==> src/sens_io_params.svh <==
/*
 * Sensor front end I/O parameters
 * command address decode, register field positions, counter widths
 * and the sensor clock divisor
 */
`ifndef SENS_IO_PARAMS_SVH
`define SENS_IO_PARAMS_SVH

`define SENSIO_ADDR       16'h0330   // base of the register window
`define SENSIO_ADDR_MASK  16'h07f8   // low 3 bits select the register

`define SENSIO_CTRL       3'h0       // sensor control register
`define SENSIO_JTAG       3'h2       // external FPGA programming pins
`define SENSIO_SKIP       3'h3       // lines to hide per frame

// control register, enable bit sits just above each value
`define CTRL_MRST         0          // 1:0
`define CTRL_ARST         2          // 3:2
`define CTRL_ARO          4          // 5:4
`define CTRL_GP0          12         // 14:12, mode + enable
`define CTRL_GP1          15         // 17:15, mode + enable

// jtag register, same value/enable pairing
`define JTAG_TDI          0
`define JTAG_TMS          2
`define JTAG_TCK          4
`define JTAG_PROG         6
`define JTAG_PGMEN        8

`define CMD_BYTES         6          // AL, AH, D0..D3
`define SKIP_BITS         8          // line skip counter width
`define PXD_CLK_DIV       10         // pclk / sensor clock

`endif

==> src/sens_io_reg_pkg.sv <==
/*
 * Register side types of the sensor I/O block
 * command address and data, deserializer states and the
 * decoded control, JTAG and line skip fields
 */
`include "sens_io_params.svh"

package sens_io_reg_pkg;

    typedef logic [2:0]  reg_addr_t;   // register number
    typedef logic [31:0] reg_data_t;   // register payload

    typedef enum logic [1:0] {
        CMD_IDLE,                      // waiting for strobe
        CMD_ADDR_HI,                   // next byte is address high
        CMD_DATA                       // collecting D0..D3
    } cmd_state_e;

    typedef logic [1:0] gp_mode_t;     // 00 float, 01 low, 10 high, 11 trigger

    localparam gp_mode_t GP_FLOAT = 2'b00;
    localparam gp_mode_t GP_TRIG  = 2'b11;

    typedef struct packed {
        logic     imrst;               // sensor master reset, active low
        logic     iarst;               // analog reset
        logic     aro_soft;            // ARO level in free running mode
        gp_mode_t gp0_mode;
        gp_mode_t gp1_mode;
    } sens_ctrl_t;

    typedef struct packed {
        logic pgmen;                   // pins belong to the external FPGA
        logic prog;                    // PROG_B, inverted at the pin
        logic tck;
        logic tms;
        logic tdi;
    } jtag_t;

    typedef logic [`SKIP_BITS-1:0] skip_cnt_t;

endpackage

==> src/sens_io_pin_pkg.sv <==
/*
 * Pin side types of the sensor I/O block
 * pixel word, sensor pin bundle with output enables, status word
 */
package sens_io_pin_pkg;

    typedef logic [11:0] pixel_t;

    typedef struct packed {
        logic mrst;        // sensor master reset pin
        logic arst_tms;    // analog reset or TMS
        logic ctl_tck;     // ARO or TCK
        logic gp0;         // GP0 or TDI
        logic gp0_oe;
        logic gp1;
        logic gp1_oe;
        logic pgm;         // PROGRAM of the external FPGA
        logic pgm_oe;
    } sens_pins_t;

    typedef struct packed {
        logic done;        // shutter done or FPGA DONE
        logic tdo;         // flash or FPGA TDO
        logic pgm_in;      // PROGRAM pin readback
        logic hact_alive;  // line seen since last clear
    } sens_status_t;

endpackage

==> src/sens_io_cmd_deser.sv <==
/*
 * Byte-serial command deserializer
 * collects AL, AH and four little-endian data bytes, compares the
 * address with the block window and pulses a write
 */
`timescale 1ns/1ps
`include "sens_io_params.svh"

module sens_io_cmd_deser (
    input  logic                       pclk,
    input  logic                       async_prst_with_sens_mrst,
    input  logic [7:0]                 cmd_ad_i,   // address/data byte
    input  logic                       cmd_stb_i,  // marks the first byte
    output sens_io_reg_pkg::reg_addr_t addr_o,
    output sens_io_reg_pkg::reg_data_t data_o,
    output logic                       we_o
);
    localparam int CNT_W = $clog2(`CMD_BYTES);
    localparam logic [CNT_W-1:0] LAST_BYTE = CNT_W'(`CMD_BYTES - 1);

    sens_io_reg_pkg::cmd_state_e state;
    logic [CNT_W-1:0]            byte_cnt;  // bytes taken so far
    logic [15:0]                 addr_sr;
    sens_io_reg_pkg::reg_data_t  data_sr;
    logic                        addr_match;

    assign addr_match = (addr_sr & `SENSIO_ADDR_MASK) == (`SENSIO_ADDR & `SENSIO_ADDR_MASK);
    assign addr_o     = addr_sr[2:0];  // register select
    assign data_o     = data_sr;

    always_ff @(posedge pclk or posedge async_prst_with_sens_mrst) begin
        if (async_prst_with_sens_mrst) begin
            state    <= sens_io_reg_pkg::CMD_IDLE;
            byte_cnt <= '0;
            we_o     <= 1'b0;
        end else begin
            we_o <= 1'b0;
            if (cmd_stb_i) begin  // restarts any command in flight
                state    <= sens_io_reg_pkg::CMD_ADDR_HI;
                byte_cnt <= CNT_W'(1);
            end else begin
                case (state)
                    sens_io_reg_pkg::CMD_ADDR_HI: begin
                        state    <= sens_io_reg_pkg::CMD_DATA;
                        byte_cnt <= byte_cnt + 1'b1;
                    end
                    sens_io_reg_pkg::CMD_DATA: begin
                        byte_cnt <= byte_cnt + 1'b1;
                        if (byte_cnt == LAST_BYTE) begin  // D3 on the bus
                            state <= sens_io_reg_pkg::CMD_IDLE;
                            we_o  <= addr_match;
                        end
                    end
                    default: ;
                endcase
            end
        end
    end

    always_ff @(posedge pclk) begin
        if (cmd_stb_i)
            addr_sr[7:0] <= cmd_ad_i;
        if (!cmd_stb_i && state == sens_io_reg_pkg::CMD_ADDR_HI)
            addr_sr[15:8] <= cmd_ad_i;
        if (!cmd_stb_i && state == sens_io_reg_pkg::CMD_DATA)
            data_sr <= {cmd_ad_i, data_sr[31:8]};  // D0 ends up in the low byte
    end

    // one write per command, even back to back
    a_we_single: assert property (@(posedge pclk) disable iff (async_prst_with_sens_mrst)
        we_o |=> !we_o);

endmodule

==> src/sens_io_regs.sv <==
/*
 * Register decode and field storage
 * data and per-register strobes are registered once, then each
 * field loads only when its enable bit is set in the data word
 */
`timescale 1ns/1ps
`include "sens_io_params.svh"

module sens_io_regs (
    input  logic                       pclk,
    input  logic                       async_prst_with_sens_mrst,
    input  sens_io_reg_pkg::reg_addr_t addr_i,
    input  sens_io_reg_pkg::reg_data_t data_i,
    input  logic                       we_i,
    output sens_io_reg_pkg::sens_ctrl_t ctrl_o,
    output sens_io_reg_pkg::jtag_t     jtag_o,
    output sens_io_reg_pkg::skip_cnt_t lines_skip_o,
    output logic                       skip_wr_o
);
    sens_io_reg_pkg::reg_data_t data_r;  // command payload
    logic                       set_ctrl_r;
    logic                       set_jtag_r;
    logic                       set_skip_r;

    assign skip_wr_o = set_skip_r;

    always_ff @(posedge pclk) begin
        if (we_i)
            data_r <= data_i;
    end

    always_ff @(posedge pclk or posedge async_prst_with_sens_mrst) begin
        if (async_prst_with_sens_mrst) begin
            set_ctrl_r <= 1'b0;
            set_jtag_r <= 1'b0;
            set_skip_r <= 1'b0;
        end else begin
            set_ctrl_r <= we_i && (addr_i == `SENSIO_CTRL);
            set_jtag_r <= we_i && (addr_i == `SENSIO_JTAG);
            set_skip_r <= we_i && (addr_i == `SENSIO_SKIP);
        end
    end

    always_ff @(posedge pclk or posedge async_prst_with_sens_mrst) begin
        if (async_prst_with_sens_mrst) begin
            ctrl_o       <= '0;  // mrst low keeps the sensor in reset
            jtag_o       <= '0;
            lines_skip_o <= '0;
        end else begin
            if (set_ctrl_r) begin
                if (data_r[`CTRL_MRST+1]) ctrl_o.imrst    <= data_r[`CTRL_MRST];
                if (data_r[`CTRL_ARST+1]) ctrl_o.iarst    <= data_r[`CTRL_ARST];
                if (data_r[`CTRL_ARO+1])  ctrl_o.aro_soft <= data_r[`CTRL_ARO];  // own enable
                if (data_r[`CTRL_GP0+2])  ctrl_o.gp0_mode <= data_r[`CTRL_GP0 +: 2];
                if (data_r[`CTRL_GP1+2])  ctrl_o.gp1_mode <= data_r[`CTRL_GP1 +: 2];
            end
            if (set_jtag_r) begin
                if (data_r[`JTAG_PGMEN+1]) jtag_o.pgmen <= data_r[`JTAG_PGMEN];
                if (data_r[`JTAG_PROG+1])  jtag_o.prog  <= data_r[`JTAG_PROG];
                if (data_r[`JTAG_TCK+1])   jtag_o.tck   <= data_r[`JTAG_TCK];
                if (data_r[`JTAG_TMS+1])   jtag_o.tms   <= data_r[`JTAG_TMS];
                if (data_r[`JTAG_TDI+1])   jtag_o.tdi   <= data_r[`JTAG_TDI];
            end
            if (set_skip_r)  // no enable bit here
                lines_skip_o <= data_r[`SKIP_BITS-1:0];
        end
    end

endmodule

==> src/sens_io_pin_mux.sv <==
/*
 * Sensor and JTAG pin drive
 * selects sensor control or external FPGA programming on the shared
 * pins, applies the GP modes and probes PROGRAM after programming
 */
`timescale 1ns/1ps

module sens_io_pin_mux (
    input  logic                        pclk,
    input  logic                        async_prst_with_sens_mrst,
    input  sens_io_reg_pkg::sens_ctrl_t ctrl_i,
    input  sens_io_reg_pkg::jtag_t      jtag_i,
    input  logic                        trig_i,          // per-sensor trigger
    input  logic                        trigger_mode_i,  // 0 free running
    input  logic                        pgm_i,           // PROGRAM pin readback
    output sens_io_pin_pkg::sens_pins_t pins_o
);
    logic       aro;
    logic [1:0] pgmen_d;      // pgmen history
    logic       force_pgm;    // hold PROGRAM high after programming

    // pin level for a GP mode, trigger mode takes the given signal
    function automatic logic gp_level(sens_io_reg_pkg::gp_mode_t mode, logic trig_lvl);
        return (mode == sens_io_reg_pkg::GP_TRIG) ? trig_lvl : mode[1];
    endfunction

    assign aro = trigger_mode_i ? ~trig_i : ctrl_i.aro_soft;

    always_ff @(posedge pclk or posedge async_prst_with_sens_mrst) begin
        if (async_prst_with_sens_mrst) begin
            pgmen_d   <= 2'b00;
            force_pgm <= 1'b0;
        end else begin
            pgmen_d <= {pgmen_d[0], jtag_i.pgmen};
            if (pgmen_d == 2'b10)  // one cycle after pgmen dropped
                force_pgm <= pgm_i;
        end
    end

    always_comb begin
        pins_o.mrst   = ctrl_i.imrst;
        pins_o.gp1    = gp_level(ctrl_i.gp1_mode, ~aro);
        pins_o.gp1_oe = ctrl_i.gp1_mode != sens_io_reg_pkg::GP_FLOAT;
        if (jtag_i.pgmen) begin
            pins_o.ctl_tck  = jtag_i.tck;
            pins_o.arst_tms = jtag_i.tms;
            pins_o.gp0      = jtag_i.tdi;
            pins_o.gp0_oe   = 1'b1;
            pins_o.pgm      = ~jtag_i.prog;  // PROG_B is active low
            pins_o.pgm_oe   = 1'b1;
        end else begin
            pins_o.ctl_tck  = aro;
            pins_o.arst_tms = ctrl_i.iarst;
            pins_o.gp0      = gp_level(ctrl_i.gp0_mode, aro);
            pins_o.gp0_oe   = ctrl_i.gp0_mode != sens_io_reg_pkg::GP_FLOAT;
            pins_o.pgm      = force_pgm;
            pins_o.pgm_oe   = force_pgm;     // float to read DONE
        end
    end

    a_gp1_float: assert property (@(posedge pclk) disable iff (async_prst_with_sens_mrst)
        (!jtag_i.pgmen && ctrl_i.gp1_mode == sens_io_reg_pkg::GP_FLOAT) |-> !pins_o.gp1_oe);

endmodule

==> src/sens_io_ext_clk.sv <==
/*
 * Sensor clock divider
 * half-period down-counter toggles the MSB for a 50 % duty clock
 */
`timescale 1ns/1ps
`include "sens_io_params.svh"

module sens_io_ext_clk (
    input  logic pclk,
    input  logic async_prst_with_sens_mrst,
    output logic ext_clk_o
);
    localparam int HALF = `PXD_CLK_DIV / 2;
    localparam int CW   = $clog2(HALF);

    logic [CW:0] cnt;  // msb is the clock, low bits count the half period

    assign ext_clk_o = cnt[CW];

    always_ff @(posedge pclk or posedge async_prst_with_sens_mrst) begin
        if (async_prst_with_sens_mrst) begin
            cnt <= {1'b0, CW'(HALF - 1)};  // starts low
        end else if (cnt[CW-1:0] == '0) begin
            cnt <= {~cnt[CW], CW'(HALF - 1)};
        end else begin
            cnt[CW-1:0] <= cnt[CW-1:0] - 1'b1;
        end
    end

endmodule

==> src/sens_io_line_skip.sv <==
/*
 * Line skipper
 * hides the first N lines of every frame from hact and flags that
 * lines are arriving at all
 */
`timescale 1ns/1ps

module sens_io_line_skip (
    input  logic                       pclk,
    input  logic                       async_prst_with_sens_mrst,
    input  sens_io_reg_pkg::skip_cnt_t lines_skip_i,
    input  logic                       skip_wr_i,   // skip register written
    input  logic                       hact_i,
    input  logic                       sof_i,
    output logic                       hact_o,
    output logic                       hact_alive_o
);
    sens_io_reg_pkg::skip_cnt_t lines_cntr;   // lines left to hide
    logic                       some_skip;
    logic                       hact_r;
    logic                       hact_dis;     // masks hact while skipping
    logic                       hact_fall;

    assign hact_fall = hact_r && !hact_i;     // end of a line
    assign hact_o    = hact_i && !hact_dis;

    always_ff @(posedge pclk or posedge async_prst_with_sens_mrst) begin
        if (async_prst_with_sens_mrst) begin
            hact_r       <= 1'b0;
            some_skip    <= 1'b0;
            lines_cntr   <= '0;
            hact_dis     <= 1'b0;
            hact_alive_o <= 1'b0;
        end else begin
            hact_r    <= hact_i;
            some_skip <= |lines_skip_i;  // count sampled a cycle late

            if (!some_skip)
                lines_cntr <= '0;
            else if (sof_i)
                lines_cntr <= lines_skip_i;
            else if ((|lines_cntr) && hact_fall)
                lines_cntr <= lines_cntr - 1'b1;

            if (!some_skip)
                hact_dis <= 1'b0;
            else if (sof_i)
                hact_dis <= 1'b1;
            else if ((lines_cntr <= 1) && hact_fall)  // last hidden line ends
                hact_dis <= 1'b0;

            if (skip_wr_i)
                hact_alive_o <= 1'b0;
            else if (hact_i && !hact_r)
                hact_alive_o <= 1'b1;
        end
    end

    // counter must not wrap below zero
    a_no_underflow: assert property (@(posedge pclk) disable iff (async_prst_with_sens_mrst)
        (lines_cntr == '0 && !sof_i) |=> lines_cntr == '0);

endmodule

==> src/sens_io_top.sv <==
/*
 * Sensor front end control and I/O top
 * command deserializer, registers, pin drive, sensor clock and
 * line skipper on pclk, with a parallel status word
 */
`timescale 1ns/1ps

module sens_io_top (
    input  logic                          pclk,
    input  logic                          async_prst_with_sens_mrst,
    input  logic [7:0]                    cmd_ad_i,
    input  logic                          cmd_stb_i,
    input  logic                          trig_i,
    input  logic                          trigger_mode_i,
    input  logic                          pgm_i,
    input  logic                          flash_tdo_i,
    input  logic                          shutter_done_i,
    input  sens_io_pin_pkg::pixel_t       pxd_i,
    input  logic                          hact_i,
    input  logic                          sof_i,
    input  logic                          eof_i,
    output sens_io_pin_pkg::sens_pins_t   pins_o,
    output logic                          ext_clk_p_o,
    output logic                          ext_clk_n_o,
    output sens_io_pin_pkg::pixel_t       pxd_o,
    output logic                          hact_o,
    output logic                          sof_o,
    output logic                          eof_o,
    output sens_io_pin_pkg::sens_status_t status_o
);
    sens_io_reg_pkg::reg_addr_t  cmd_addr;
    sens_io_reg_pkg::reg_data_t  cmd_data;
    logic                        cmd_we;
    sens_io_reg_pkg::sens_ctrl_t ctrl;
    sens_io_reg_pkg::jtag_t      jtag;
    sens_io_reg_pkg::skip_cnt_t  lines_skip;
    logic                        skip_wr;
    logic                        hact_alive;

    assign ext_clk_n_o = ctrl.iarst;  // quiet pin, carries analog reset
    assign pxd_o       = pxd_i;
    assign sof_o       = sof_i;
    assign eof_o       = eof_i;
    assign status_o    = '{done: shutter_done_i, tdo: flash_tdo_i,
                           pgm_in: pgm_i, hact_alive: hact_alive};

    sens_io_cmd_deser u_cmd_deser (
        .pclk                      (pclk),
        .async_prst_with_sens_mrst (async_prst_with_sens_mrst),
        .cmd_ad_i                  (cmd_ad_i),
        .cmd_stb_i                 (cmd_stb_i),
        .addr_o                    (cmd_addr),
        .data_o                    (cmd_data),
        .we_o                      (cmd_we)
    );

    sens_io_regs u_regs (
        .pclk                      (pclk),
        .async_prst_with_sens_mrst (async_prst_with_sens_mrst),
        .addr_i                    (cmd_addr),
        .data_i                    (cmd_data),
        .we_i                      (cmd_we),
        .ctrl_o                    (ctrl),
        .jtag_o                    (jtag),
        .lines_skip_o              (lines_skip),
        .skip_wr_o                 (skip_wr)
    );

    sens_io_pin_mux u_pin_mux (
        .pclk                      (pclk),
        .async_prst_with_sens_mrst (async_prst_with_sens_mrst),
        .ctrl_i                    (ctrl),
        .jtag_i                    (jtag),
        .trig_i                    (trig_i),
        .trigger_mode_i            (trigger_mode_i),
        .pgm_i                     (pgm_i),
        .pins_o                    (pins_o)
    );

    sens_io_ext_clk u_ext_clk (
        .pclk                      (pclk),
        .async_prst_with_sens_mrst (async_prst_with_sens_mrst),
        .ext_clk_o                 (ext_clk_p_o)
    );

    sens_io_line_skip u_line_skip (
        .pclk                      (pclk),
        .async_prst_with_sens_mrst (async_prst_with_sens_mrst),
        .lines_skip_i              (lines_skip),
        .skip_wr_i                 (skip_wr),
        .hact_i                    (hact_i),
        .sof_i                     (sof_i),
        .hact_o                    (hact_o),
        .hact_alive_o              (hact_alive)
    );

endmodule

==> config.mk <==
export PLATFORM = sky130hd
export DESIGN_NAME = sens_io_top
export DESIGN_NICKNAME = d
export VERILOG_FILES = /design/src/sens_io_reg_pkg.sv /design/src/sens_io_pin_pkg.sv /design/src/sens_io_cmd_deser.sv /design/src/sens_io_regs.sv /design/src/sens_io_pin_mux.sv /design/src/sens_io_ext_clk.sv /design/src/sens_io_line_skip.sv /design/src/sens_io_top.sv
export VERILOG_INCLUDE_DIRS = /design/src
export SDC_FILE = /design/constraint.sdc
export NUM_CORES = 1
export LEC_CHECK = 0
export BUFFER_PORTS_ARGS = -buffer_cell sky130_fd_sc_hd__buf_2
export CORE_ASPECT_RATIO = 1.1
export CORE_UTILIZATION = 35
export DETAILED_ROUTE_END_ITERATION = 12
export PLACE_DENSITY_LB_ADDON = 0.15
export REMOVE_ABC_BUFFERS = 1
export SYNTH_ARGS = -nofsm -noshare
export SYNTH_HDL_FRONTEND = slang
export SYNTH_HIERARCHICAL = 1
export SYNTH_SLANG_ARGS = --single-unit
export TNS_END_PERCENT = 10
==> constraint.sdc <==
create_clock -name pclk -period 2.57 [get_ports pclk]
set_input_delay 0.257 -clock pclk [delete_from_list [all_inputs] [get_ports pclk]]
set_output_delay 0.257 -clock pclk [all_outputs]
set_load 0.05 [all_outputs]
After elaboration in Yosys (flattened, before gate mapping)
Index checks and enable logic that the tools add are counted.

storage, ports and cells
  output and inout bits = 30
  input port bits = 31
  flip-flop bits (word level) = 109
  word-level logic and storage cells = 107

operators by class
  bitwise logic cells = 4
  muxes and demuxes = 22
  add/subtract/negate cells = 3
  order comparisons = 1
  equality and inequality tests = 12
  reduce and logical (&&, ||, !) cells = 35

operators with widths
  cell                 number
  $mux 8               3
  $reduce_and 2->1     11
  $reduce_or 8->1      2
  $mux 1               11
  $logic_and 1x1->1    10
  $mux 3               3
  $eq 2x2->1 const B   4
  $eq 8x7->1 const B   1
  $le 8x1->1 const B   1
  $reduce_bool 2->1    4
  $sub 8x1->8 const B  1
  $eq 3x2->1 const B   2
  $logic_not 3->1      2
  $mux 2               3
  $ne 3x3->1 const B   2
  $logic_not 1->1      4
  $mux 4               1
  $not 1->1            4
  $pmux 2 s2           1
  $add 3x1->3 const B  1
  $eq 3x3->1 const B   1
  $ne 3x2->1 const B   1
  $reduce_bool 3->1    1
  $sub 3x1->3 const B  1
  other kinds (2)      2

Longest topological paths before layout
Gate-level depths: netlist of the first run.

  word-level depth = 6
  gate-level depth with buffers = 5
  mapped depth without buffers = 5

Hierarchy
Netlist of the first run, hierarchy kept.

by module, submodules not included
  module             times used  area each (um^2)  cells each  sequential area each (um^2)
  sens_io_cmd_deser  1           1667.8            80          1441.4
  sens_io_regs       1           1356.3            74          1056.0
  sens_io_line_skip  1           768.2             85          300.3
  sens_io_pin_mux    1           219.0             22          75.1
  sens_io_ext_clk    1           157.7             13          101.3
  sens_io_top        1           135.1             18          0.0

Worst setup path before layout of the first run
Ideal clock, no wire load.

  path type = register to register
  start = register u_cmd_deser.state[0]
  end = register u_cmd_deser.data_sr[0] (netlist: u_cmd_deser/data_o[0]), enable pin
  slack = 0.052 ns
  buffers on the path = 0
  library setup time = 0.425 ns
  period minus slack after synthesis = 2.518 ns
  stages on the path, launching flop included = 4
  arrival = 2.093 ns
  cells stage by stage = dfrtp_1 -> inv_1 -> ha_1 -> nor2b_1

on the way
  word-level cells in the longest chain between the ends = 2

ends and longest elaborated chain
  element                   RTL line                 text
  start: declaration        sens_io_cmd_deser.sv:21  sens_io_reg_pkg::cmd_state_e state;
  start signal: assignment  sens_io_cmd_deser.sv:33  state <= sens_io_reg_pkg::CMD_IDLE;
  start signal: assignment  sens_io_cmd_deser.sv:39  state <= sens_io_reg_pkg::CMD_ADDR_HI;
  start signal: assignment  sens_io_cmd_deser.sv:44  state <= sens_io_reg_pkg::CMD_DATA;
  $eq 2x2->1                sens_io_cmd_deser.sv:65  if (!cmd_stb_i && state == sens_io_reg_pkg::CMD_DATA)
  $logic_and 1x1->1         sens_io_cmd_deser.sv:65
  end signal: assignment    sens_io_cmd_deser.sv:66  data_sr <= {cmd_ad_i, data_sr[31:8]};
  end: declaration          sens_io_cmd_deser.sv:24  sens_io_reg_pkg::reg_data_t data_sr;

Every way passes these cells.
A chain may end at the register's enable or synchronous reset.

Worst setup path in the final report of the first run
  start = register u_line_skip.lines_cntr[1]
  end = register u_line_skip.lines_cntr[5]

on the way
  word-level cells in the longest chain between the ends = 4
  elaborated cells between the ends (all ways) = 7

ends and longest elaborated chain
  element                   RTL line                 text
  start: declaration        sens_io_line_skip.sv:18  sens_io_reg_pkg::skip_cnt_t lines_cntr;
  start signal: assignment  sens_io_line_skip.sv:41  lines_cntr <= lines_skip_i;
  start signal: assignment  sens_io_line_skip.sv:43  lines_cntr <= lines_cntr - 1'b1;
  $sub 8x1->8               sens_io_line_skip.sv:43
  $mux 8                    sens_io_line_skip.sv:42  else if ((|lines_cntr) && hact_fall)
  $mux 8                    sens_io_line_skip.sv:40  else if (sof_i)
  $mux 8                    sens_io_line_skip.sv:38  if (!some_skip)

Several ways; a longest one is shown, not always the timed one. The select of a mux whose other input is x is not followed.

==> results.py, run 1 <==
metrics = {
    "placed_design": {
        "hpwl_mm": 4.97,
        "globalplace.congestion": 0.820,
        "placedInstanceArea_um2": 4460,
        "dp_cells": 450,
        "port_buffers": 30,
        "post-place-ws_ps": 662,
    },
    "yosys": {
        "ys_seq_area_share_pct": 69.1,
        "synthTopCellsByArea": "edfxtp_1, dfrtp_1, mux2_2, buf_4, ha_1",
        "ys_types": 58,
        "synth_ff_type": "edfxtp_1",
        "synthCells": 292,
        "synth_edf_count": 59,
        "synth-simple-area-share_pct": 9.04,
        "yosysTopAreaCell": "edfxtp_1",
        "ys_ff_latch": 107,
        "synth_top_area_share_pct": 41.2,
        "yosys-mux-area-fraction_pct": 6.57,
        "synth_compound_area_share_pct": 6.31,
        "async_reset_ff_share_pct": 44.9,
        "avgSynthCellArea_um2": 14.7,
        "ys_warn_count": 6,
        "synth_top_family_by_area": "simple AND/OR/NAND/NOR gates",
        "yosys.area_share.adder_pct": 2.03,
        "synth.most_common_cell": "edfxtp_1",
        "netlist_area_um2": 4300,
        "synth-xor-area-share_pct": 0.610,
        "netlist_top_cells_count": "edfxtp_1, dfrtp_1, buf_4",
    },
    "pwr": {
        "internal_power_w": 0.00275,
        "swShare_pct": 23.0,
        "ir_drop_mv": 0.663,
        "pwr-share-clk_pct": 40.6,
        "seq_power_share_pct": 53.7,
        "power_frac_comb_pct": 5.7,
        "power_leakage_nw": 1.98,
        "switchingPower_w": 0.000822,
        "powerDensity_nw_per_um2": 744,
        "power.total_w": 0.00357,
    },
    "clocking": {
        "cts_root_buffer": "clkbuf_16",
        "clk_pin_slew_ps": 70,
        "numCtsBuffers": 9,
        "cts_sinks": 107,
        "htree_levels": 3,
        "cts_hold_buf": 1,
        "post_cts_buffers": 0,
        "cts_buffer_depth": 2,
        "cts_tree": "yes",
        "clkLatencyLatePin_ps": 350,
        "cts_resized": 0,
    },
    "global_route": {
        "antenna_found_initial": 0,
        "grt_usage_pct": 12.7,
        "grt_pass1_wl_mm": 12.1,
        "grt_pass1_vias": 2363,
        "grt_max_degree": 33,
        "gr-total-overflow": 0,
    },
    "setup_path": {
        "timing.rr.start": "u_line_skip/lines_cntr[1]$_DFFE_PP0P_",
        "path_class": "register to register",
        "regToRegSetupSlack_ps": 650,
        "reg2reg_depth": 5,
        "worstPathRequired_ps": 2780,
        "worstPathArrival_ps": 2130,
        "cp_max_fo": 8,
        "rr_endpoint": "u_line_skip/lines_cntr[5]$_DFFE_PP0P_",
        "end_kind": "register",
        "crit_path_start_kind": "register",
    },
    "route": {
        "route.detailed.drc": 0,
        "wirelength_mm": 7.26,
        "wl_per_cell_um": 15.6,
        "drtIter0Drc": 127,
        "antenna_left": 0,
        "via_per_inst": 4.84,
        "num_vias": 2258,
        "drt_first_pass_iters": 4,
    },
    "sta": {
        "tightest_slew_ps": 893,
        "worst_slack_ps": 651,
        "finalCritPeriodShare_pct": 74.7,
        "timing.setup.tns_ps": 0,
        "hold_violations": 0,
        "fmax_mhz": 521,
        "clock_skew_ps": 7.92,
        "period_minus_slack_ps": 1920,
        "drv_slew": 0,
        "rsz0062_at_grt": "false",
        "max_slew_margin_pct": 40.4,
        "setup_viol": 0,
    },
    "min_path": {
        "hold_depth": 1,
        "hold_end": "u_line_skip/hact_r$_DFF_PP0_",
        "hold_start": "hact_i",
        "holdCritPathClass": "input pin to register",
    },
    "run_status": {
        "outcome": "finished, final reports clean",
    },
    "die": {
        "dieArea_um2": 12700,
        "rows": 42,
        "die_w_um": 108,
        "core_um2": 12000,
        "initial_core_util_pct": 35.8,
        "die_h_um": 118,
        "ioPinCount": 61,
    },
    "finish": {
        "design_area_um2": 4800,
        "n_fill_cell": 1112,
        "drive_gt1_share_pct": 24.9,
        "area_delta_synth_final_pct": 11.5,
        "final_cells": 467,
        "fin_nets": 346,
        "antenna_cells": 0,
    },
    "job": {
        "drv_cap": 0,
    },
}
## per-stage QoR
stage	hold WS, ps	utilization [%]
after floorplan	10.6	-
after global placement	185	37.1
after detailed placement	186	37.1
after CTS	74.4	39.9
after global routing	72.4	39.9
final	87.1	39.9
## state kept, by name, summed over array words and instances (netlist names)
signal and flops:
u_line_skip/hact_alive_o 1, u_regs/ctrl_o 7, u_regs/set_ctrl_r 1, u_line_skip/hact_dis 1, u_cmd_deser/byte_cnt 3, u_regs/set_jtag_r 1, u_cmd_deser/data_o 32, u_regs/skip_wr_o 1
u_regs/data_r 16, u_cmd_deser/state 2, u_regs/lines_skip_o 8, u_cmd_deser/addr_sr 11, u_cmd_deser/we_o 1, u_regs/jtag_o 5, u_line_skip/some_skip 1, u_pin_mux/pgmen_d 2
u_line_skip/hact_r 1, u_line_skip/lines_cntr 8, u_ext_clk/cnt 4, u_pin_mux/force_pgm 1
## logic make-up (layout without fill, tap and decap cells)
kind of cell | Yosys count | after routing
DFF | 107 | 107
and+or+nand+nor | 65 | 65
buffers and inverters | 48 | 69
AOI/OAI and AO/OA | 37 | 37
muxes | 25 | 25
adders and majority gates | 7 | 7
xor gates and xnor gates | 3 | 3
## power by group through the flow
stage	clock network, W	logic [W]	registers, W
after detailed placement	0	0.000208	0.00196
final	0.00145	0.000205	0.00192
after floorplan	0	0.000139	0.00195
after global placement	0	0.000202	0.00195
after CTS	0.00150	0.000211	0.00192
after global routing	0.00156	0.000237	0.00193
## final cells by class
class	instances	area [µm²]	area share, %
flip-flops and latches	107	2970	62.0
multi-input cells	137	1060	22.1
clock buffers	10	229	4.77
well taps	154	193	4.02
repair buffers	32	168	3.49
clock inverters	6	96.3	2.01
inverters	21	78.8	1.64
## layer usage
layer / vias to the layer above / part of all wire [%] / global-route usage (%)
met2: 71 / 50 / 20.4
met4: 0 / 2.2 / 5.57
met1: 1102 / 42 / 14.9
met3: 15 / 5.4 / 5.18
li1: 1070 / - / -
met5: - / 0 / 0
## worst max-delay path, stage by stage (launching register included)
cell	delay [ps]
dfrtp_1	400
inv_1	90
ha_1	290
or4b_2	610
o221ai_1	260
o22ai_1	140
## cell usage in the layout, fill, tap and decap left out, types with 2 or more instances in the layout
| cell | count |
|---|---|
| a21oi_1 | 5 |
| edfxtp_1 | 59 |
| inv_6 | 2 |
| nor4_1 | 3 |
| a31o_2 | 2 |
| a31oi_1 | 2 |
| a21boi_0 | 2 |
| nor2b_1 | 6 |
| o2111ai_1 | 2 |
| mux2_2 | 18 |
| a2111oi_0 | 2 |
| mux2i_1 | 2 |
| o21bai_1 | 2 |
| nand3_1 | 4 |
| nand2b_1 | 3 |
| buf_2 | 30 |
| or2_2 | 3 |
| xor2_1 | 2 |
| and4b_1 | 2 |
| or3_1 | 2 |
| mux2_1 | 4 |
| nor4bb_1 | 2 |
| o211ai_1 | 5 |
| dfrtp_1 | 47 |
| inv_1 | 21 |
| ha_1 | 7 |
| o31a_1 | 2 |
| nor2_1 | 8 |
| nand2_1 | 18 |
| o21ai_0 | 4 |
| clkinv_8 | 3 |
| clkbuf_16 | 9 |
## worst max-delay path by stage
stage                     cells past startpoint  slack (ps)                                   from                               endpoint
final                                         5         650  u_line_skip/lines_cntr[1]$_DFFE_PP0P_  u_line_skip/lines_cntr[5]$_DFFE_PP0P_
after global routing                          5         490  u_line_skip/lines_cntr[0]$_DFFE_PP0P_  u_line_skip/lines_cntr[4]$_DFFE_PP0P_
after CTS                                     4         630           u_regs/ctrl_o[4]$_DFFE_PP0P_                              pins_o[6]
after detailed placement                      5         660  u_line_skip/lines_cntr[0]$_DFFE_PP0P_  u_line_skip/lines_cntr[4]$_DFFE_PP0P_
after global placement                        5         720  u_line_skip/lines_cntr[0]$_DFFE_PP0P_  u_line_skip/lines_cntr[5]$_DFFE_PP0P_
after floorplan                               3          50       u_cmd_deser/state[0]$_DFFE_PP0P_        u_cmd_deser/data_o[0]$_DFFE_PP_
Power figures use the tool's default switching activity.
==> inputs of run 2 (changes only) <==
==> constraint.sdc (replaced) <==
create_clock -name pclk -period 1.9 [get_ports pclk]
set_input_delay 0.19 -clock pclk [delete_from_list [all_inputs] [get_ports pclk]]
set_output_delay 0.19 -clock pclk [all_outputs]
set_load 0.05 [all_outputs]
==> results.py, run 2 (same netlist as run 1, synthesis figures left out) <==
metrics = {
    "run_status": {
        "outcome": "finished, final reports clean",
    },
    "route": {
        "wirelength_mm": 7.30,
        "drtIter0Drc": 63,
        "drt_first_pass_iters": 4,
        "num_vias": 2284,
        "wl_per_cell_um": 15.4,
        "via_per_inst": 4.82,
        "route.detailed.drc": 0,
        "antenna_left": 0,
    },
    "die": {
        "ioPinCount": 61,
        "die_w_um": 108,
        "dieArea_um2": 12700,
        "die_h_um": 118,
        "rows": 42,
        "core_um2": 12000,
        "initial_core_util_pct": 35.8,
    },
    "setup_path": {
        "path_class": "register to output port",
        "crit_buf_inv": 1,
        "crit_chain": "mux2_4 -> o31a_1 -> buf_2",
        "reg2reg_depth": 3,
        "crit_path_start_kind": "register",
        "cp_num_cells": 3,
        "worstPathArrival_ps": 1590,
        "cp_slowest_cell": "dfrtp_1",
        "max_stage_delay_ps": 580,
        "cp_max_fo": 9,
        "end_kind": "output port",
        "worstPathRequired_ps": 1710,
        "cp_top_family": "flip-flops",
    },
    "global_route": {
        "grt_pass1_vias": 2325,
        "antenna_found_initial": 0,
        "gr-total-overflow": 0,
        "grt_max_degree": 24,
        "grtUsageMet3_pct": 4.52,
        "grtUsageMet1_pct": 14.6,
        "met2_usage_pct": 20.7,
        "grt_usage_pct": 12.4,
        "grt_pass1_wl_mm": 11.9,
        "grt-busiest-layer": "met2",
    },
    "sta": {
        "hold_slack_ps": 23.2,
        "drv_slew": 0,
        "rsz0062_at_grt": "false",
        "fmax_mhz": 563,
        "finalCritPeriodShare_pct": 93.5,
        "timing.setup.tns_ps": 0,
        "period_minus_slack_ps": 1780,
        "hold_violations": 0,
        "clock_skew_ps": 6.37,
        "max_slew_margin_pct": 61.9,
        "tightest_slew_ps": 567,
        "setup_viol": 0,
    },
    "pwr": {
        "power_leakage_nw": 2.01,
        "switchingPower_w": 0.000998,
        "power.total_w": 0.00494,
        "pwr-share-clk_pct": 41.8,
        "ir_drop_mv": 0.547,
        "powerDensity_nw_per_um2": 1020,
        "internal_power_w": 0.00394,
        "swShare_pct": 20.2,
        "power_frac_comb_pct": 5.6,
        "seq_power_share_pct": 52.6,
    },
    "clocking": {
        "cts_sinks": 107,
        "htree_levels": 3,
        "clkLatencyLatePin_ps": 340,
        "cts_tree": "yes",
        "post_cts_buffers": 0,
        "numCtsBuffers": 9,
        "cts_buffer_depth": 2,
        "clk_pin_slew_ps": 70,
        "cts_root_buffer": "clkbuf_16",
    },
    "placed_design": {
        "port_buffers": 30,
        "dp_cells": 457,
        "globalplace.congestion": 0.814,
        "hpwl_mm": 5.13,
    },
    "min_path": {
        "hold_depth": 1,
        "holdCritPathClass": "input pin to register",
    },
    "job": {
        "drv_cap": 0,
    },
    "finish": {
        "largest_register_ffs": 32,
        "final_common_cell": "edfxtp_1",
        "final_cells": 474,
        "fin_nets": 353,
        "postLayoutCoreUtil_pct": 40.4,
        "area_delta_synth_final_pct": 13.1,
        "antenna_cells": 0,
        "mostFrequentLayoutCells": "edfxtp_1, dfrtp_1, buf_2",
        "drive_gt1_share_pct": 26.3,
    },
}
[run 2: final cells by class]
| type | instances | area, µm² |
|---|---|---|
| Timing Repair Buffer | 39 | 220 |
| Fill cell | 1126 | 7170 |
| Clock inverter | 5 | 101 |
| Clock buffer | 11 | 233 |
| Tap cell | 154 | 193 |
| Sequential cell | 107 | 2970 |
| Multi-Input combinational cell | 137 | 1070 |
| Inverter | 21 | 78.8 |
[run 2: repair_timing]
item                                    in CTS  in global routing
endpoints found under the setup margin       0                  2
gates resized for setup                      0                  1
hold endpoints to repair                    48                  0
hold buffers                                 1                  0
[run 2: metal layers]
layer	vias to the layer above	wire, µm
met4	0	62
met1	1120	3020
met2	73	3860
met5	-	0
met3	9	365
li1	1082	-
[run 2: worst reg2reg max path: stages (launching register included)]
cell,delay [ps]
dfrtp_1,430
or4_1,540
or4b_1,510
a31oi_1,180
[run 2: final timing paths]
kind | to | from | slack [ps]
max in group asynchronous | u_line_skip/lines_cntr[1]$_DFFE_PP0P_ | async_prst_with_sens_mrst | 1100
min in group asynchronous | u_pin_mux/pgmen_d[0]$_DFF_PP0_ | async_prst_with_sens_mrst | 310
worst max register to register | u_line_skip/lines_cntr[7]$_DFFE_PP0P_ | u_line_skip/lines_cntr[3]$_DFFE_PP0P_ | 160
worst max-delay path | pins_o[5] | u_regs/jtag_o[4]$_DFFE_PP0P_ | 120
worst min-delay path | u_line_skip/hact_r$_DFF_PP0_ | hact_i | 20
worst min register to register | u_pin_mux/pgmen_d[1]$_DFF_PP0_ | u_pin_mux/pgmen_d[0]$_DFF_PP0_ | 380
[run 2: metrics by stage]
step | area [µm²] | setup slack (ps)
2_1_floorplan | 4110 | -618
3_3_place_gp | 4520 | 168
3_5_place_dp | 4520 | 126
4_1_cts | 4860 | 67.5
5_1_grt | 4870 | 28.6
6_report | 4870 | 124
[run 2: power by group through the flow]
stage	Clock [W]	Combinational (W)	Sequential [W]
4_1_cts	0.00213	0.000285	0.00260
5_1_grt	0.00223	0.000319	0.00261
3_3_place_gp	0	0.000282	0.00264
2_1_floorplan	0	0.000188	0.00264
3_5_place_dp	0	0.000283	0.00265
6_report	0.00207	0.000278	0.00260
==> inputs of run 3 (changes only) <==
--- a/config.mk
+++ b/config.mk
@@ -8,7 +8,7 @@
 export LEC_CHECK = 0
 export BUFFER_PORTS_ARGS = -buffer_cell sky130_fd_sc_hd__buf_2
 export CORE_ASPECT_RATIO = 1.1
-export CORE_UTILIZATION = 35
+export CORE_UTILIZATION = 50
 export DETAILED_ROUTE_END_ITERATION = 12
 export PLACE_DENSITY_LB_ADDON = 0.15
 export REMOVE_ABC_BUFFERS = 1
==> results.py, run 3 (same netlist as run 1, synthesis figures left out) <==
metrics = {
    "global_route": {
        "grt_pass1_wl_mm": 11.0,
        "antenna_found_initial": 0,
        "grt_pass1_vias": 2302,
        "grt_max_degree": 33,
        "gr-total-overflow": 0,
        "grt_usage_pct": 16.1,
    },
    "finish": {
        "area_delta_synth_final_pct": 10.2,
        "multi_input_area_um2": 1070,
        "regArea_um2": 2970,
        "drive_gt1_share_pct": 26.2,
        "n_fill_cell": 686,
        "largest_register_ffs": 32,
        "mostFrequentLayoutCells": "edfxtp_1, dfrtp_1, buf_2",
        "final_common_cell": "edfxtp_1",
        "postLayoutCoreUtil_pct": 56.7,
        "fin_nets": 357,
        "antenna_cells": 0,
    },
    "placed_design": {
        "port_buffers": 30,
        "globalplace.congestion": 0.847,
        "hpwl_mm": 4.64,
    },
    "clocking": {
        "htree_levels": 3,
        "cts_sinks": 107,
        "post_cts_buffers": 0,
        "numCtsBuffers": 9,
        "cts_root_buffer": "clkbuf_8",
        "clkLatencyLatePin_ps": 350,
        "cts_buffer_depth": 2,
        "clk_pin_slew_ps": 100,
        "cts_tree": "yes",
    },
    "route": {
        "drt_first_pass_iters": 4,
        "num_vias": 2312,
        "wirelength_mm": 6.76,
        "route.detailed.drc": 0,
        "drtIter0Drc": 63,
        "antenna_left": 0,
        "via_per_inst": 5.31,
        "wl_per_cell_um": 15.5,
    },
    "die": {
        "dieArea_um2": 8980,
        "die_w_um": 90.5,
        "die_h_um": 99.3,
        "initial_core_util_pct": 51.5,
        "ioPinCount": 61,
        "core_um2": 8360,
        "rows": 35,
    },
    "sta": {
        "clock_skew_ps": 8.42,
        "rsz0062_at_grt": "false",
        "fmax_mhz": 561,
        "tightest_slew_ps": 627,
        "hold_violations": 0,
        "period_minus_slack_ps": 1780,
        "drv_slew": 0,
        "max_slew_margin_pct": 57.8,
        "finalCritPeriodShare_pct": 93.8,
        "setup_viol": 0,
    },
    "pwr": {
        "powerDensity_nw_per_um2": 905,
        "power_leakage_nw": 1.98,
        "ir_drop_mv": 0.553,
        "power.total_w": 0.00429,
    },
    "setup_path": {
        "max_stage_delay_ps": 580,
        "crit_path_start_kind": "register",
        "cp_slowest_cell": "dfrtp_1",
        "crit_chain": "mux2_4 -> o31a_1 -> buf_2",
        "end_kind": "output port",
        "regToRegSetupSlack_ps": 130,
        "cp_max_fo": 9,
        "path_class": "register to output port",
        "worstPathArrival_ps": 1590,
        "worstPathRequired_ps": 1710,
    },
    "run_status": {
        "outcome": "finished, final reports clean",
    },
    "job": {
        "drv_cap": 0,
    },
    "min_path": {
        "holdCritPathClass": "input pin to register",
    },
}
run 3: cell types whose count changed in the layout (fill, tap and decap cells not counted), moves of 2 or more:
cell / before / now
inv_6: 0 / 2
buf_4: 8 / 5
bufinv_16: 3 / 1
dlygate4sd3_1: 1 / 7
clkbuf_1: 2 / 0
clkbuf_16: 9 / 0
clkbuf_8: 0 / 9
clkinv_4: 0 / 2
run 3: critical path: cells and delay by family (launching register included):
family,cells,cell delay [ps]
AO/OA/AOI/OAI,1,110
buffers and inverters,1,210
flip-flops,1,580
multiplexers,1,340
run 3: layout make-up:
class	instances	share of cell area, %
Multi-Input combinational cell	137	22.5
Inverter	21	1.66
Tap cell	111	2.93
Timing Repair Buffer	43	5.86
Clock buffer	9	2.61
Sequential cell	107	62.7
Clock inverter	7	1.77
run 3: power breakdown:
| group | switching (W) | leakage [nW] | internal, W |
|---|---|---|---|
| combinational | 0.000167 | 0.689 | 0.000120 |
| sequential | 0.0000500 | 1.19 | 0.00255 |
| clock | 0.000778 | 0.102 | 0.000633 |
| total | 0.000994 | 1.98 | 0.00330 |
run 3: final timing paths:
| check | startpoint | to | depth (start not counted) |
|---|---|---|---|
| min in group asynchronous | async_prst_with_sens_mrst | u_pin_mux/force_pgm$_DFFE_PP0N_ | 3 |
| setup reg to reg | u_line_skip/lines_cntr[3]$_DFFE_PP0P_ | u_line_skip/lines_cntr[7]$_DFFE_PP0P_ | 3 |
| hold reg to reg | u_pin_mux/pgmen_d[0]$_DFF_PP0_ | u_pin_mux/pgmen_d[1]$_DFF_PP0_ | 0 |
| hold / removal | cmd_ad_i[0] | u_cmd_deser/data_o[24]$_DFFE_PP_ | 1 |
| max in group asynchronous | async_prst_with_sens_mrst | u_line_skip/lines_cntr[5]$_DFFE_PP0P_ | 3 |
| setup / recovery | u_regs/jtag_o[4]$_DFFE_PP0P_ | pins_o[5] | 3 |
run 3: stage by stage:
step	setup WS, ps	std cells	TNS [ps]	hold WS (ps)	instance area, µm²
after global routing	8.49	435	0	22.1	4740
after global placement	171	412	0	107	4460
after floorplan	-618	265	-19790	-56.4	4110
after detailed placement	109	412	0	113	4460
after CTS	62.5	435	0	28.3	4740
final	118	435	0	40.1	4740
run 3: layer usage:
| metal | up-vias | global-route usage [%] | routed length (µm) |
|---|---|---|---|
| met5 | - | 0 | 0 |
| met4 | 0 | 8.31 | 125 |
| met3 | 11 | 4.74 | 308 |
| met2 | 63 | 28.0 | 3470 |
| met1 | 1145 | 17.8 | 2860 |
| li1 | 1093 | - | - |
run 3: what timing repair did:
item                                    4_1_cts  5_1_grt
hold buffers                                  7        0
gates resized for setup                       0        1
endpoints found under the hold margin        57        0
endpoints found under the setup margin        0        1
